`config.mk`:
```
export PLATFORM = sky130hd
export DESIGN_NAME = fetch_ctrl_flat
export DESIGN_NICKNAME = d
export VERILOG_FILES = /design/src/fetch_pkg.sv /design/src/mem_if.sv /design/src/fetch_ctrl.sv /design/src/flat_wrapper.sv
export SDC_FILE = /design/constraint.sdc
export NUM_CORES = 1
export LEC_CHECK = 0
export BUFFER_PORTS_ARGS = -buffer_cell sky130_fd_sc_hd__buf_2
export CORE_UTILIZATION = 30
export CTS_CLUSTER_DIAMETER = 40
export CTS_CLUSTER_SIZE = 16
export DETAILED_ROUTE_END_ITERATION = 10
export PLACE_DENSITY = 0.54
export SYNTH_ARGS = -nofsm -noshare
export SYNTH_HDL_FRONTEND = slang
export SYNTH_SLANG_ARGS = --single-unit
export TNS_END_PERCENT = 5
```
`constraint.sdc`:
```
create_clock -name clk -period 2.16 [get_ports clk]
set_input_delay 0.108 -clock clk [delete_from_list [all_inputs] [get_ports clk]]
set_output_delay 0.108 -clock clk [all_outputs]
set_load 0.01 [all_outputs]
```
`src/fetch_pkg.sv`:
```
`default_nettype none

package fetch_pkg;

    // Byte address of an instruction
    typedef logic [31:0] t_paddr;

    // Raw 32-bit instruction word
    typedef logic [31:0] t_rv_instr;

    // Sequence number of a delivered instruction, wraps around
    typedef logic [15:0] t_fetch_id;

    // Major opcode field, bits 6:0 of the instruction
    typedef logic [6:0] t_opcode;

    // MISC-MEM opcode (FENCE class), used as the halt marker
    localparam t_opcode RV_OP_MISC = 7'b000_1111;

    // Fetch FSM states
    typedef enum logic [2:0] {
        IDLE,
        REQ,
        PEND,
        PEND_STALL,
        HALT
    } t_fetch_state;

endpackage

`default_nettype wire

```
`src/mem_if.sv`:
```
`default_nettype none

interface mem_if
    import fetch_pkg::*;
();

    // Request, one word per cycle at most
    logic      req_valid;
    t_paddr    req_addr;

    // Response, one cycle after the request
    logic      rsp_valid;
    t_rv_instr rsp_data;
    t_paddr    rsp_addr;

    modport requester (
        output req_valid,
        output req_addr,
        input  rsp_valid
    );

    modport responder (
        input  req_valid,
        input  req_addr,
        output rsp_valid,
        output rsp_data,
        output rsp_addr
    );

    // Passive view of the response side
    modport monitor (
        input rsp_valid,
        input rsp_data,
        input rsp_addr
    );

endinterface

`default_nettype wire

```
`src/fetch_ctrl.sv`:
```
`default_nettype none

module fetch_ctrl
    import fetch_pkg::*;
(
    input  logic     clk,
    input  logic     reset,
    input  logic     run,
    mem_if.requester mem,
    input  logic     deliver,
    input  logic     deliver_halt,
    input  logic     held,
    output logic     halted
);

    t_fetch_state state;
    t_fetch_state state_nxt;
    t_paddr       pc;
    logic         issue;
    logic         accept_halt;

    assign accept_halt = deliver & deliver_halt;

    // First request from REQ, then one behind each accepted instruction
    assign issue = (state == REQ) | (deliver & ~deliver_halt);

    always_comb begin
        state_nxt = state;
        unique case (state)
            IDLE: begin
                if (run) begin
                    state_nxt = REQ;
                end
            end
            REQ: begin
                state_nxt = PEND;
            end
            PEND: begin
                if (accept_halt) begin
                    state_nxt = HALT;
                end else if (mem.rsp_valid && !deliver) begin
                    // Response parked in the buffer
                    state_nxt = PEND_STALL;
                end
            end
            PEND_STALL: begin
                if (accept_halt) begin
                    state_nxt = HALT;
                end else if (held && deliver) begin
                    state_nxt = PEND;
                end
            end
            HALT: begin
                state_nxt = HALT;
            end
            default: begin
                state_nxt = IDLE;
            end
        endcase
    end

    always_ff @(posedge clk) begin
        if (reset) begin
            state <= IDLE;
        end else begin
            state <= state_nxt;
        end
    end

    // PC steps one word per request
    always_ff @(posedge clk) begin
        if (reset) begin
            pc <= '0;
        end else if (issue) begin
            pc <= pc + 32'd4;
        end
    end

    assign mem.req_valid = issue;
    assign mem.req_addr  = pc;

    assign halted = (state == HALT);

endmodule

`default_nettype wire

```
`src/flat_wrapper.sv`:
```
// flat-port wrapper written by rule: the top's interface ports become plain ports
module fetch_ctrl_flat import fetch_pkg::*;
  (clk, reset, run, deliver, deliver_halt, held, halted, mem_req_valid, mem_req_addr, mem_rsp_valid);
  mem_if mem_i ();
  input  logic clk;
  input  logic reset;
  input  logic run;
  input  logic deliver;
  input  logic deliver_halt;
  input  logic held;
  output logic halted;
  output wire logic [$bits(mem_i.req_valid)-1:0] mem_req_valid;
  output wire logic [$bits(mem_i.req_addr)-1:0] mem_req_addr;
  input wire logic [$bits(mem_i.rsp_valid)-1:0] mem_rsp_valid;
  assign mem_req_valid = mem_i.req_valid;
  assign mem_req_addr = mem_i.req_addr;
  assign mem_i.rsp_valid = mem_rsp_valid;
  fetch_ctrl u_core (.clk(clk), .reset(reset), .run(run), .mem(mem_i), .deliver(deliver), .deliver_halt(deliver_halt), .held(held), .halted(halted));
endmodule
```
-- Word-level counts from Yosys, hierarchy flattened
Index checks and enable logic that the tools add are counted.
W data, S select, Z words.
- register bits: 35
- input port bits: 7
- output and inout bits: 34
- word-level logic and storage cells: 25
- $add $sub $neg: 1
- equal/unequal tests: 7
- mux-type cells: 6
- bitwise logic cells: 4
- reductions and logical operators: 5
- operator list (operator ; count):
    $add A32 B3 Y32 const B ; 1
    $mux W3 ; 5
    $pmux W3 S5 ; 1
    $eq A3 B2 Y1 const B ; 2
    $ne A3 B1 Y1 const B ; 2
    $eq A3 B1 Y1 const B ; 1
    $eq A3 B3 Y1 const B ; 1
    $logic_not A3 Y1 ; 1
    $reduce_and A3 Y1 ; 1
    $and A1 B1 Y1 ; 2
    $logic_and A1 B1 Y1 ; 2
    $ne A2 B2 Y1 const B ; 1
    $logic_not A1 Y1 ; 1
    $not A1 Y1 ; 1
    $or A1 B1 Y1 ; 1

-- Longest topological paths before layout
- word-level depth: 5
- gate-level depth with buffers: 6
- mapped depth without buffers: 5

-- Least setup slack after synthesis
Ideal clock, no wire load.
- path type: register to register
- start: reg u_core.pc[2], in the netlist u_core.mem.req_addr[2]
- end: reg u_core.pc[28], in the netlist u_core.mem.req_addr[28]
- library setup time: 0.121 ns
- arrival: 1.658 ns
- required time: 2.039 ns
- slack: 0.381 ns
- cell stages (with the launch flop): 7
- path buffers: 1
- period minus slack after synthesis: 1.779 ns
- cell sequence: dfxtp_1 > ha_1 > and2_1 > clkbuf_1 > nand2_1 > nor4_1 > mux2_2
- longest elaborated chain between the ends: 1
- ends and longest elaborated chain (item ; line ; text):
    start, declared ; fetch_ctrl.sv:18 ; t_paddr pc;
    start signal, assigned ; fetch_ctrl.sv:75 ; pc <= pc + 32'd4;
    $add A32 B3 Y32 ; fetch_ctrl.sv:75 ;
No other way between the ends.
A chain may end at the register's enable or synchronous reset.

-- Worst setup path in the final report
- start: reg u_core.pc[16], in the netlist u_core.mem.req_addr[16]
- end: reg u_core.pc[25], in the netlist u_core.mem.req_addr[25]
The elaborated chain is that of the path after synthesis.

==> summary.txt <==
DR DRC count: 0
Fin crit period: 1958 ps
Setup Buffers After CTS: 0
Largest net degree at the start of global routing: 27
Met2 usage: 0.2304
GRT Util Overall: 0.1469
Synth-to-layout area growth: 22.46%
Synth top area cells: dfxtp_1 39%, mux2_2 6.0%, nor2_1 5.1%, a21oi_1 4.2%, xor2_1 4.2%
Post-synth top area share: 0.3914
Final setup violation count: 0
Period Utilization, post-route: 0.9066
Critical path peak fanout: 8
Count of cell types in the netlist: 32
Die W: 77.01 um
Critical path type: reg2reg
Clk Latency, worst-skew pair: 280 ps
Port bufs: 38
Inserted Diodes: 0
Design area: 0.002067 mm2
CTS resizes: 0
Yosys top cell by area: dfxtp_1
Clock Skew: 5.592 ps
Register-to-register setup slack: 200 ps
Clock Tree Root: clkbuf_8
Placer Congestion: 0.7233
Relative slew slack: 0.6000
Vias after detailed routing: 1586
NumNets Final: 247
DRT iter0 DRCs: 66
Multi-input logic area: 937.1 um2
Clock-pin slew on the worst setup and hold paths: 70 ps
YS warnings: 0
Initial antenna violation count: 0
Register area share after synthesis: 0.3914
Max Clk Rate: 0.5107 GHz
Io pins: 41
Pwr Density: 630.2 mW/mm2
Final Hold Fails: 0
GRT overflow: 0
Clock Sinks: 33
Post-DP Area: 0.001951 mm2
Layout cell share with drive strength beyond 1: 0.2667
FF/Latch Area: 660.6 um2
First-pass GRT wire length: 6.948 mm
Remaining antenna violation count: 0
Number of global-route vias before repair: 1470
Core area: 0.005270 mm2
Final WL: 4.058 mm
GR peak layer: met2
Hold WC Path Type: in2reg
Outcome: completed
DR WL/cell: 13.09 um
Mapped Avg Cell Area: 8.397 um2
Slew @ Worst Pin: 593.8 ps
Crit. End Element: flip-flop
Mapped Area: 0.001688 mm2
CTS tree: yes
Worst VDD drop: 243.4 uV
RSZ-0062 raised after global routing: false
Critical Path Source: u_core.mem.req_addr[16]$_SDFFE_PP0P_
TritonCTS Buffers: 5
Die area: 0.005931 mm2
Hold Path Origin: run
Initial Util: 0.3203
Global-route track usage on met3: 0.03333
Die Height: 77.01 um
Fin. max-slew vios: 0
CP required: 2340 ps
Pleak: 0.8440 nW
Post-DP HPWL: 2.902 mm
Crit start category: flip-flop
Placement row count: 26
DRT Pass-1 Iters: 4
CTS Buffer Depth: 2
Post-CTS Hold Buffers: 0
Worst EP arrival: 2140 ps
H-tree depth: 2
Mapped Cells: 201
Fill count: 577
Grt met1 use: 0.1894
Maxcap violations: 0
Fin Setup TNS: 0 ps
Vias/cell: 5.116
Number of synthesized register bits: 33
Worst R2R Start: u_core.mem.req_addr[16]$_SDFFE_PP0P_
## Yosys cell counts (all sizes together)
library cell   n
nor2b          9
and2           1
or3            4
and3           7
o2111ai        4
buf            8
nor4           7
o31ai          8
o211ai         5
nor2          23
and4           4
or4            8
a211oi         1
nand2         10
conb           1
a21oi         14
xor2           8
clkbuf         7
nand4          5
mux2           9
nor3           3
dfxtp         33
o21ai          8
ha             1
nand3          6
inv            6
nor3b          1
## report_power, final
group | total, mW | internal [mW] | leakage (nW) | switching, mW
clock network | 0.603 | 0.376 | 0.0585 | 0.227
registers | 0.627 | 0.617 | 0.266 | 0.00999
logic | 0.0719 | 0.0269 | 0.519 | 0.0450
## registers in the layout (all words and copies together) (netlist names)
register / cells
u_core.mem.req_addr: 30
u_core.state: 3
## worst paths after layout
| path | endpoint | depth (start not counted) |
|---|---|---|
| setup / recovery | u_core.mem.req_addr[25]$_SDFFE_PP0P_ | 4 |
| hold / removal | u_core.state[0]$_SDFFE_PP0P_ | 3 |
| setup reg to reg | u_core.mem.req_addr[25]$_SDFFE_PP0P_ | 4 |
| hold reg to reg | u_core.mem.req_addr[3]$_SDFFE_PP0P_ | 2 |
## metrics by stage
stage,total power [mW],cells,worst slack [ps],utilization,hold slack (ps)
floorplan,0.6881,202,380.9,-,252.5
global placement,0.7131,302,247.6,0.3701,370.3
detailed placement,0.7144,302,222.0,0.3701,373.0
CTS,1.323,310,206.6,0.3922,63.00
global route,1.361,310,61.57,0.3922,92.10
finish,1.303,310,201.8,0.3922,69.16
## kinds of logic after synthesis
kind of cell             count (synthesis)  synth area share
adder cells (fa/ha/maj)                  1          0.007412
other                                    1          0.002222
buffers and inverters                   21           0.05558
XOR/XNOR                                 8           0.04151
multiplexers                             9           0.06005
flip-flops                              33            0.3914
AO/OA/AOI/OAI                           40            0.1520
AND/OR/NAND/NOR                         88            0.2898
## final cells by class
type / instances / area share
Multi-Input combinational cell: 148 / 0.4534
Clock buffer: 7 / 0.04177
Inverter: 6 / 0.01090
Tap cell: 70 / 0.04237
Timing Repair Buffer: 45 / 0.1174
Sequential cell: 33 / 0.3196
Clock inverter: 1 / 0.01453
## layer usage
metal  part of all wire  vias to the layer above
li1                   -                      810
met1               0.51                      735
met2               0.43                       32
met3              0.032                        9
met4              0.024                        0
met5                  0                        -
## worst max-delay path, cell delays in order (launching register included)
cell,delay (ps)
dfxtp_1,420
and4_1,340
nand4_1,320
nor4_1,400
mux2_2,370
## placed cells by master, fill, tap and decap left out, types with 4 or more instances in the layout
cell type / netlist / routed
or4_1: 8 / 8
o31ai_1: 8 / 8
clkbuf_8: 0 / 6
nand3_1: 6 / 6
or3_1: 4 / 4
dfxtp_1: 33 / 33
o211ai_1: 5 / 5
nor4_1: 7 / 7
o21ai_0: 8 / 8
inv_1: 6 / 6
nor2b_1: 9 / 9
a21oi_1: 14 / 14
and3_1: 7 / 7
nor2_1: 23 / 23
and4_1: 4 / 4
xor2_1: 8 / 8
buf_2: 5 / 38
nand2_1: 10 / 10
buf_4: 2 / 7
nand4_1: 4 / 4
mux2_2: 9 / 9
Power figures use the tool's default switching activity.
