$ cat config.mk
export PLATFORM = sky130hd
export DESIGN_NAME = fetch_buffer_flat
export DESIGN_NICKNAME = d
export VERILOG_FILES = /design/src/fetch_pkg.sv /design/src/mem_if.sv /design/src/fetch_buffer.sv /design/src/flat_wrapper.sv
export SDC_FILE = /design/constraint.sdc
export NUM_CORES = 1
export LEC_CHECK = 0
export ABC_AREA = 0
export BUFFER_PORTS_ARGS = -buffer_cell sky130_fd_sc_hd__buf_2
export CORE_UTILIZATION = 43
export CTS_BUF_LIST = sky130_fd_sc_hd__clkbuf_4 sky130_fd_sc_hd__clkbuf_8 sky130_fd_sc_hd__clkbuf_16
export DETAILED_ROUTE_END_ITERATION = 12
export PLACE_DENSITY = 0.77
export SLEW_MARGIN = 15
export SYNTH_ARGS = -nofsm -noshare
export SYNTH_HDL_FRONTEND = slang
export SYNTH_SLANG_ARGS = --single-unit
$ cat constraint.sdc
create_clock -name clk -period 1.8 [get_ports clk]
set_input_delay 0.54 -clock clk [delete_from_list [all_inputs] [get_ports clk]]
set_output_delay 0.54 -clock clk [all_outputs]
set_load 0.1 [all_outputs]
$ cat src/fetch_pkg.sv
`default_nettype none

package fetch_pkg;

    // Byte address of an instruction
    typedef logic [31:0] t_paddr;

    // Raw 32-bit instruction word
    typedef logic [31:0] t_rv_instr;

    // Sequence number of a delivered instruction, wraps around
    typedef logic [15:0] t_fetch_id;

    // Major opcode field, bits 6:0 of the instruction
    typedef logic [6:0] t_opcode;

    // MISC-MEM opcode (FENCE class), used as the halt marker
    localparam t_opcode RV_OP_MISC = 7'b000_1111;

    // Fetch FSM states
    typedef enum logic [2:0] {
        IDLE,
        REQ,
        PEND,
        PEND_STALL,
        HALT
    } t_fetch_state;

endpackage

`default_nettype wire

$ cat src/mem_if.sv
`default_nettype none

interface mem_if
    import fetch_pkg::*;
();

    // Request, one word per cycle at most
    logic      req_valid;
    t_paddr    req_addr;

    // Response, one cycle after the request
    logic      rsp_valid;
    t_rv_instr rsp_data;
    t_paddr    rsp_addr;

    modport requester (
        output req_valid,
        output req_addr,
        input  rsp_valid
    );

    modport responder (
        input  req_valid,
        input  req_addr,
        output rsp_valid,
        output rsp_data,
        output rsp_addr
    );

    // Passive view of the response side
    modport monitor (
        input rsp_valid,
        input rsp_data,
        input rsp_addr
    );

endinterface

`default_nettype wire

$ cat src/fetch_buffer.sv
`default_nettype none

module fetch_buffer
    import fetch_pkg::*;
(
    input  logic      clk,
    input  logic      reset,
    mem_if.monitor    mem,
    input  logic      stall,
    output logic      valid,
    output t_rv_instr instr,
    output t_paddr    pc,
    output t_fetch_id fetch_id,
    output logic      deliver,
    output logic      deliver_halt,
    output logic      held
);

    t_rv_instr hold_instr;
    t_paddr    hold_pc;
    t_opcode   opcode;

    // Response waiting behind a stall
    always_ff @(posedge clk) begin
        if (reset) begin
            held <= 1'b0;
        end else if (mem.rsp_valid && stall) begin
            held <= 1'b1;
        end else if (deliver) begin
            held <= 1'b0;
        end
    end

    // Copy of the last response
    always_ff @(posedge clk) begin
        if (mem.rsp_valid) begin
            hold_instr <= mem.rsp_data;
            hold_pc    <= mem.rsp_addr;
        end
    end

    // Live response passes straight through unless one is held
    assign valid = held | mem.rsp_valid;
    assign instr = held ? hold_instr : mem.rsp_data;
    assign pc    = held ? hold_pc    : mem.rsp_addr;

    assign deliver = valid & ~stall;

    // Halt marker check on the accepted word
    assign opcode       = instr[6:0];
    assign deliver_halt = deliver & (opcode == RV_OP_MISC);

    // Count of accepted instructions
    always_ff @(posedge clk) begin
        if (reset) begin
            fetch_id <= '0;
        end else if (deliver) begin
            fetch_id <= fetch_id + 1'b1;
        end
    end

endmodule

`default_nettype wire

$ cat src/flat_wrapper.sv
// flat-port wrapper written by rule: the top's interface ports become plain ports
module fetch_buffer_flat import fetch_pkg::*;
  (clk, reset, stall, valid, instr, pc, fetch_id, deliver, deliver_halt, held, mem_rsp_valid, mem_rsp_data, mem_rsp_addr);
  mem_if mem_i ();
  input  logic clk;
  input  logic reset;
  input  logic stall;
  output logic valid;
  output t_rv_instr instr;
  output t_paddr pc;
  output t_fetch_id fetch_id;
  output logic deliver;
  output logic deliver_halt;
  output logic held;
  input wire logic [$bits(mem_i.rsp_valid)-1:0] mem_rsp_valid;
  input wire logic [$bits(mem_i.rsp_data)-1:0] mem_rsp_data;
  input wire logic [$bits(mem_i.rsp_addr)-1:0] mem_rsp_addr;
  assign mem_i.rsp_valid = mem_rsp_valid;
  assign mem_i.rsp_data = mem_rsp_data;
  assign mem_i.rsp_addr = mem_rsp_addr;
  fetch_buffer u_core (.clk(clk), .reset(reset), .mem(mem_i), .stall(stall), .valid(valid), .instr(instr), .pc(pc), .fetch_id(fetch_id), .deliver(deliver), .deliver_halt(deliver_halt), .held(held));
endmodule
# Yosys cells after proc, flatten, opt, wreduce, memory -nomap -nowiden
# Cells that the tools add are included.
# word_totals
reg_bits,81
in_bits,68
out_inout_bits,84
wordCells,16
# classes
n_addsub,1
eq_ne,1
muxes,4
bitwise,4
reduce_logical,2
# op_table
cell,count
32-bit 2-to-1 mux,2
"16-bit by 1-bit adder with 16-bit output, second input constant",1
"7-bit by 4-bit == test with 1-bit output, second input constant",1
1-bit AND,2
1-bit 2-to-1 mux,2
2-bit nonzero test,1
1-bit logical AND,1
1-bit NOT,1
1-bit OR,1

# Logic depth before layout (Yosys ltp)
# Gate-level depths: netlist of run 1.
# depth
depth_word,4
ltp_mapped,5
depth_no_buf,4

# Worst setup path after synthesis of run 1
# OpenSTA, ideal clock, no wires.
# synth_path
kind,register to output
startpoint,reg u_core.held
endpoint,out deliver_halt
arrival_time_ps,3467
required_ps,1260
slack_ps,-2207
stages_incl_launch_ff,5
path_buffers,1
cell_sequence,dfxtp_1 clkbuf_1 or2_2 nand4bb_1 a21oi_1
# synth_between
elab_chain_cells,3
word_cells_on_any_way,5
classes_between,1 x eq/ne; 1 x mux; 3 x bitwise
# synth_rtl
element,line_no,source
from (decl),fetch_buffer.sv:16,output logic held
from (signal assigned),fetch_buffer.sv:26,held <= 1'b0;
from (signal assigned),fetch_buffer.sv:28,held <= 1'b1;
from (signal assigned),fetch_buffer.sv:30,held <= 1'b0;
1-bit OR,fetch_buffer.sv:43,assign valid = held | mem.rsp_valid;
via valid,flat_wrapper.sv:8,output logic valid;
1-bit AND,fetch_buffer.sv:47,assign deliver = valid & ~stall;
1-bit AND,fetch_buffer.sv:51,assign deliver_halt = deliver & (opcode == RV_OP_MISC);
to (decl),flat_wrapper.sv:13,output logic deliver_halt;
# The timed path passes the listed nets, and every way through them passes these cells.

# Worst setup path after layout of run 1
# layout_path
startpoint,reg u_core.held
endpoint,out deliver_halt
# layout_between
elab_chain_cells,3
word_cells_on_any_way,5
classes_between,1 x eq/ne; 1 x mux; 3 x bitwise
# layout_rtl
element,line_no
32-bit 2-to-1 mux / 1-bit OR (equally long branches),"fetch_buffer.sv:44, fetch_buffer.sv:43"
7-bit by 4-bit == test with 1-bit output / 1-bit AND (equally long branches),"fetch_buffer.sv:51, fetch_buffer.sv:47"
1-bit AND *,fetch_buffer.sv:51
# Every way passes the cells marked *; elsewhere a longest branch is shown, timed or not.

==> results of run 1 <==
what timing repair did:
action / in CTS / in global routing
gates resized for setup: 4 / 7
pin swaps: 1 / 1
endpoints found under the setup margin: 67 / 67
gates cloned: 0 / 2
setup buffers: 2 / 3
cell type report:
cell class,instances,area [um2],share of cell area
clock buffers,11,139,0.0225
clock inverters,5,80.1,0.0130
repair buffers,178,2070,0.335
well taps,102,128,0.0207
multi-input cells,134,1450,0.235
inverters,1,3.75,0.000609
flip-flops and latches,81,2300,0.373
cells in the final DEF (no fill, tap or decap), types with 2 or more instances in the layout:
cell,Yosys,routed
buf_2,7,83
buf_12,0,70
edfxtp_1,64,64
mux2_4,0,61
buf_4,1,16
nor2_1,10,9
clkbuf_8,0,9
dfxtp_2,0,9
nand3_1,7,7
a21oi_1,8,7
buf_6,0,7
xor2_1,6,6
dfxtp_4,0,6
nand2_1,5,5
nand4_1,4,4
o31ai_1,4,4
or4_1,4,4
o21ai_0,3,3
mux2_2,63,2
and3_1,2,2
or3_1,2,2
xnor2_1,2,2
clkbuf_4,0,2
bufinv_16,0,2
clkbuf_16,0,2
dfxtp_1,17,2
stage by stage:
stage	instance area (um2)	setup TNS, ps	hold slack (ps)	setup WS [ps]
global placement	5800	-2240	458	-357
CTS	6050	-25910	361	-492
global route	6160	-26540	369	-466
finish	6160	-23160	382	-411
floorplan	3820	-12020	635	-627
detailed placement	5800	-3060	476	-363
registers in the layout (all words and copies together), names as in the netlist:
register	count
u_core.hold_instr	32
u_core.hold_pc	32
u_core.fetch_id	16
u_core.held	1
where the power goes:
part	switching [mW]	internal, mW
Combinational	1.21	0.740
Sequential	0.0515	2.14
Clock	0.664	0.812
Total	1.92	3.70
worst min-delay path by stage:
stage,startpoint,endpoint,cells past startpoint
2_1_floorplan,u_core.fetch_id[9],u_core.fetch_id[9],2
3_3_place_gp,u_core.fetch_id[15],u_core.fetch_id[15],2
3_5_place_dp,u_core.fetch_id[15],u_core.fetch_id[15],2
4_1_cts,mem_rsp_data[12],u_core.hold_instr[12],1
5_1_grt,mem_rsp_data[21],u_core.hold_instr[21],1
6_report,mem_rsp_data[9],u_core.hold_instr[9],1
cells by family after synthesis:
kind of cell,synth area share
DFF,0.647
muxes,0.206
and+or+nand+nor,0.0762
AOI/OAI and AO/OA,0.0293
buffers and inverters,0.0182
xor gates and xnor gates,0.0200
adders and majority gates,0.00358
routing by layer:
metal  GRT usage  wire (um)  up-vias  share of wire
met5           0          0        -              0
met1       0.283       4250     1303           0.42
met2       0.395       5240      108           0.52
met3      0.0431        578        7          0.057
li1            -          -     1229              -
met4      0.0625         85        0         0.0084
==> impl_metrics.ini, run 1 <==
[sta]
post-route-period-util = 1.23
drv_slew = 0
rsz0062_at_grt = yes
finalHoldViolations = 0
max_freq_mhz = 452
tightest_slew_ps = 843
fin_ws_ps = -411
max-slew-margin-rel = 0.438
worst_clock_skew_ps = 13.1
finalCriticalPeriod_ps = 2210
setup_violations = 68

[logic_synthesis]
ys_seq_area_frac = 0.647
ys_ff_latch = 81
yosysMostFrequentCell = edfxtp_1
synth_top_cells_by_area = edfxtp_1, mux2_2, dfxtp_1
synth.avg_cell_area_um2 = 15.4
netlist.area_leader.share = 0.550
yosys.area.top_type = edfxtp_1
syn_nets = 296
synth_warnings = 0
syn_inst = 227
synth_area_um2 = 3500
yosys-top-cells-count = edfxtp_1, mux2_2, dfxtp_1
synth_flop_cell = edfxtp_1
async_reset_ff_frac = 0
synth_edf_count = 64
ys_types = 34

[setup_path]
cp_cell_sequence = mux2_4, nor2_4, nand4bb_4, a21oi_4, buf_12
worst-path-buf-inv = 1
crit_family = flip-flops
cp_num_cells = 5
cp_slowest_stage_delay_ps = 400
cp_max_fo = 5
crit_start = u_core.held
worstSetupPathType = reg -> out
worstSetupEndpointType = output port
cp.required_ps = 1260
endpoint = deliver_halt
worst-r2r-cell-count = 5
arrival_ps = 1670
r2r-start = u_core.held
reg2reg_to = u_core.fetch_id[9]
cp-start-kind = flip-flop
cp_slowest_cell = dfxtp_4
rrSetupSlack_ps = 110

[final_layout]
fin_nets = 474
finalCoreUtilization = 0.789
fill_cells = 459
final_cell_count_no_fill = 512
n_antenna_cell = 0
drive_above_1_share = 0.685
syn_to_final_growth_pct = 76.2

[pwr]
p_per_area_nw_per_um2 = 912
power_leakage_nw = 2.63
totalPowerFinal_mw = 5.62
ir_worst_vdd_uv = 560

[die]
ioPinCount = 152
die_w_um = 92.2
die_h_um = 92.2
core.rowCount = 32
coreArea_um2 = 7810
start_util = 0.448
design.die.area_um2 = 8500

[global_route]
grt_pass1_vias = 2682
overflow = 0
grt_usage = 0.225
antenna_found_initial = 0
grt_max_degree = 65
grt_pass1_wl_um = 14400

[place]
io_buffers = 151
place.gp.congestion = 0.760
placed_cells = 489
dp_hpwl_um = 7010

[route]
drc = 0
drt_iter0_markers = 95
ant_nets = 0
drt-total-wl_um = 10200
drtPass1Iterations = 4
drt-vias-per-instance = 5.17
drt-wirelength-per-cell_um = 19.8
num_vias = 2647

[clocking]
cts.sinks = 81
root_buffer = clkbuf_8
clock_latency_ps = 340
cts_hold_buf = 0
clk_path_buf_depth = 2
clk_pin_slew_ps = 90
cts_tree = built
cts_buffers = 9
cts_htree_levels = 3

[status]
status = finished with violations
violations = setup timing

[job]
max_cap_violations = 0

[hold_path]
min_path_type = in -> reg
Note: power is estimated with default switching activity, not from simulation.
==> run 2, diff against run 1 <==
--- a/config.mk
+++ b/config.mk
@@ -6,11 +6,12 @@
 export NUM_CORES = 1
 export LEC_CHECK = 0
 export ABC_AREA = 0
-export BUFFER_PORTS_ARGS = -buffer_cell sky130_fd_sc_hd__buf_2
-export CORE_UTILIZATION = 43
+export CAP_MARGIN = 20
+export CORE_UTILIZATION = 56
 export CTS_BUF_LIST = sky130_fd_sc_hd__clkbuf_4 sky130_fd_sc_hd__clkbuf_8 sky130_fd_sc_hd__clkbuf_16
 export DETAILED_ROUTE_END_ITERATION = 12
-export PLACE_DENSITY = 0.77
+export DONT_BUFFER_PORTS = 1
+export PLACE_DENSITY = 0.75
 export SLEW_MARGIN = 15
 export SYNTH_ARGS = -nofsm -noshare
 export SYNTH_HDL_FRONTEND = slang
==> run 2 against run 1 <==
  * The run now fails in 4_1_cts
  * Area after synthesis is the same
  * Synthesized cell count did not move
==> impl_metrics.ini, run 2 <==
[status]
status = stopped before the end
stop_stage = 4_1_cts
error = [ERROR DPL-0033] detailed placement checks failed during check placement.

[logic_synthesis]
yosys.area.top_type = edfxtp_1
yosysMostFrequentCell = edfxtp_1
synth_flop_cell = edfxtp_1
ys_seq_area_frac = 0.647
synthMuxAreaShare = 0.206
ys_types = 34
yosys.area_share.simple = 0.0762
yosys-top-cells-count = edfxtp_1, mux2_2, dfxtp_1
synth_fa_ha_area_frac = 0.00358
syn_nets = 296
syn_inst = 227
synth_area_um2 = 3500
synth_warnings = 0
netlist.area_leader.share = 0.550
synth_top_family_by_area = multiplexers
synth-xor-area-share = 0.0200
synth.avg_cell_area_um2 = 15.4
synth_top_cells_by_area = edfxtp_1, mux2_2, dfxtp_1
ys_ff_latch = 81
async_reset_ff_frac = 0
synth_edf_count = 64
synth_compound_area_frac = 0.0293

[die]
ioPinCount = 152
die_w_um = 81.0
die_h_um = 81.0
start_util = 0.587
core.rowCount = 28

[clocking]
clk_path_buf_depth = 2
cts_hold_buf = 0
cts_buffers = 9
cts_setup_buffers = 4
cts_htree_levels = 3
root_buffer = clkbuf_8
cts.sinks = 81
post_cts_resized = 26

[place]
dp_slack_ps = -167
dp_hpwl_um = 7720
io_buffers = 0
place.gp.congestion = 0.768
## run 2: cell counts after synthesis
Identical to the previous run, type by type.
## run 2: cell families after synthesis
logic type	after synthesis
compound gates	17
xor+xnor	8
fa+ha+maj	1
buf+inv	12
flops	81
mux	64
simple gates	44
## run 2: per-stage QoR
| step | cells | cell area [um2] | utilization |
|---|---|---|---|
| floorplan | 227 | 3820 | - |
| global placement | 383 | 5330 | 0.895 |
| detailed placement | 383 | 5330 | 0.895 |
==> run 3, diff against run 2 <==
--- a/config.mk
+++ b/config.mk
@@ -7,11 +7,10 @@
 export LEC_CHECK = 0
 export ABC_AREA = 0
 export CAP_MARGIN = 20
-export CORE_UTILIZATION = 56
-export CTS_BUF_LIST = sky130_fd_sc_hd__clkbuf_4 sky130_fd_sc_hd__clkbuf_8 sky130_fd_sc_hd__clkbuf_16
+export CORE_UTILIZATION = 40
 export DETAILED_ROUTE_END_ITERATION = 12
 export DONT_BUFFER_PORTS = 1
-export PLACE_DENSITY = 0.75
+export PLACE_DENSITY_LB_ADDON = 0.15
 export SLEW_MARGIN = 15
 export SYNTH_ARGS = -nofsm -noshare
 export SYNTH_HDL_FRONTEND = slang
==> constraint.sdc (replaced) <==
create_clock -name clk -period 2.3 [get_ports clk]
set_input_delay 0.69 -clock clk [delete_from_list [all_inputs] [get_ports clk]]
set_output_delay 0.69 -clock clk [all_outputs]
set_load 0.1 [all_outputs]
==> run 3 against run 2 <==
  * The flow now finishes, with violations (setup timing)
==> impl_metrics.ini, run 3 (synthesis gave the netlist of run 1 again) <==
[sta]
rsz0062_at_grt = yes
post-route-period-util = 1.06
worst_clock_skew_ps = 2.75
finalHoldViolations = 0
whs_ps = 414
drv_slew = 0
fin_ws_ps = -140
setup_violations = 51
max-slew-margin-rel = 0.333
finalCriticalPeriod_ps = 2440
setup_tns_ps = -2240
tightest_slew_ps = 999
max_freq_mhz = 410

[route]
drc = 0
drt-wirelength-per-cell_um = 18.0
drtPass1Iterations = 4
drt-total-wl_um = 7860
drt_iter0_markers = 64
ant_nets = 0
num_vias = 2281
drt-vias-per-instance = 5.23

[setup_path]
arrival_ps = 1750
cp-start-kind = flip-flop
cp_max_fo = 7
cp_slowest_cell = dfxtp_4
cp.required_ps = 1610
cp_slowest_stage_delay_ps = 410
worst-path-buf-inv = 1
r2r-start = u_core.held
crit_family = flip-flops
worstSetupPathType = reg -> out
crit_start = u_core.held
cp_cell_sequence = mux2_4, nor2_2, nand4bb_1, a21oi_4, buf_12
worstSetupEndpointType = output port

[final_layout]
mostFrequentLayoutCell = buf_12
finalCoreUtilization = 0.664
fill_cells = 581
n_antenna_cell = 0
reg_top3 = u_core.hold_instr x32, u_core.hold_pc x32, u_core.fetch_id x16
final_area_um2 = 5540
final_cell_count_no_fill = 436
fin_nets = 395
drive_above_1_share = 0.556
syn_to_final_growth_pct = 58.3
final_cell_mix = buf_12, edfxtp_1, mux2_2

[die]
core.rowCount = 33
start_util = 0.419
die_w_um = 95.5
die_h_um = 95.5
ioPinCount = 152
coreArea_um2 = 8340
design.die.area_um2 = 9120

[place]
dp_hpwl_um = 5480
place_area_um2 = 5050
placed_cells = 409
io_buffers = 0
dp_slack_ps = -34.7
place.gp.congestion = 0.742

[hold_path]
min_path_type = in -> reg
hp-start = reset

[pwr]
ir_worst_vdd_uv = 444
p_per_area_nw_per_um2 = 744
totalPowerFinal_mw = 4.12
power_leakage_nw = 2.15

[global_route]
grt_usage = 0.160
grt_max_degree = 67
grt_pass1_wl_um = 10900
antenna_found_initial = 0
overflow = 0
grt_pass1_vias = 2152

[clocking]
clk_path_buf_depth = 2
root_buffer = clkbuf_8
clock_latency_ps = 330
cts_htree_levels = 3
cts_buffers = 9
cts.sinks = 81
cts_tree = built
clk_pin_slew_ps = 80

[status]
status = finished with violations
violations = setup timing

[job]
max_cap_violations = 0
[run 3: worst register-to-register path: stages, from the launching register on]
cell,delay (ps)
dfxtp_4,410
buf_4,130
buf_12,130
clkbuf_16,150
o21ba_4,180
buf_4,130
buf_4,90
nand3_1,70
or4_1,400
a21oi_1,150
[run 3: final timing paths]
kind | end | slack (ps) | cells past startpoint
setup / recovery | deliver_halt | -140 | 5
hold / removal | u_core.fetch_id[10] | 410 | 1
setup reg to reg | u_core.fetch_id[15] | 390 | 9
hold reg to reg | u_core.fetch_id[14] | 510 | 2
[run 3: final cells by class]
type	count	area, um2	share of cell area
Sequential cell	81	2270	0.409
Timing Repair Buffer	99	1630	0.294
Clock buffer	16	214	0.0386
Tap cell	105	131	0.0237
Multi-Input combinational cell	134	1300	0.234
Inverter	1	3.75	0.000678
[run 3: report_power, final]
group | switching [mW] | internal [mW] | total (mW)
combinational | 0.854 | 0.482 | 1.34
sequential | 0.0285 | 1.68 | 1.71
clock | 0.481 | 0.593 | 1.07
total | 1.36 | 2.76 | 4.12
[run 3: per-layer routing]
layer,track usage,share of wire,up-vias
met3,0.0606,0.094,4
met4,0.0634,0.0075,0
met1,0.193,0.39,1110
met2,0.259,0.50,98
li1,-,-,1069
met5,0,0,-
[run 3: repair_timing]
item                                    4_1_cts  5_1_grt
pin swaps                                     1        2
hold buffers                                  0        0
setup buffers                                 2        6
resized for setup                             6       30
cloned                                        0        3
endpoints found under the setup margin       42       55
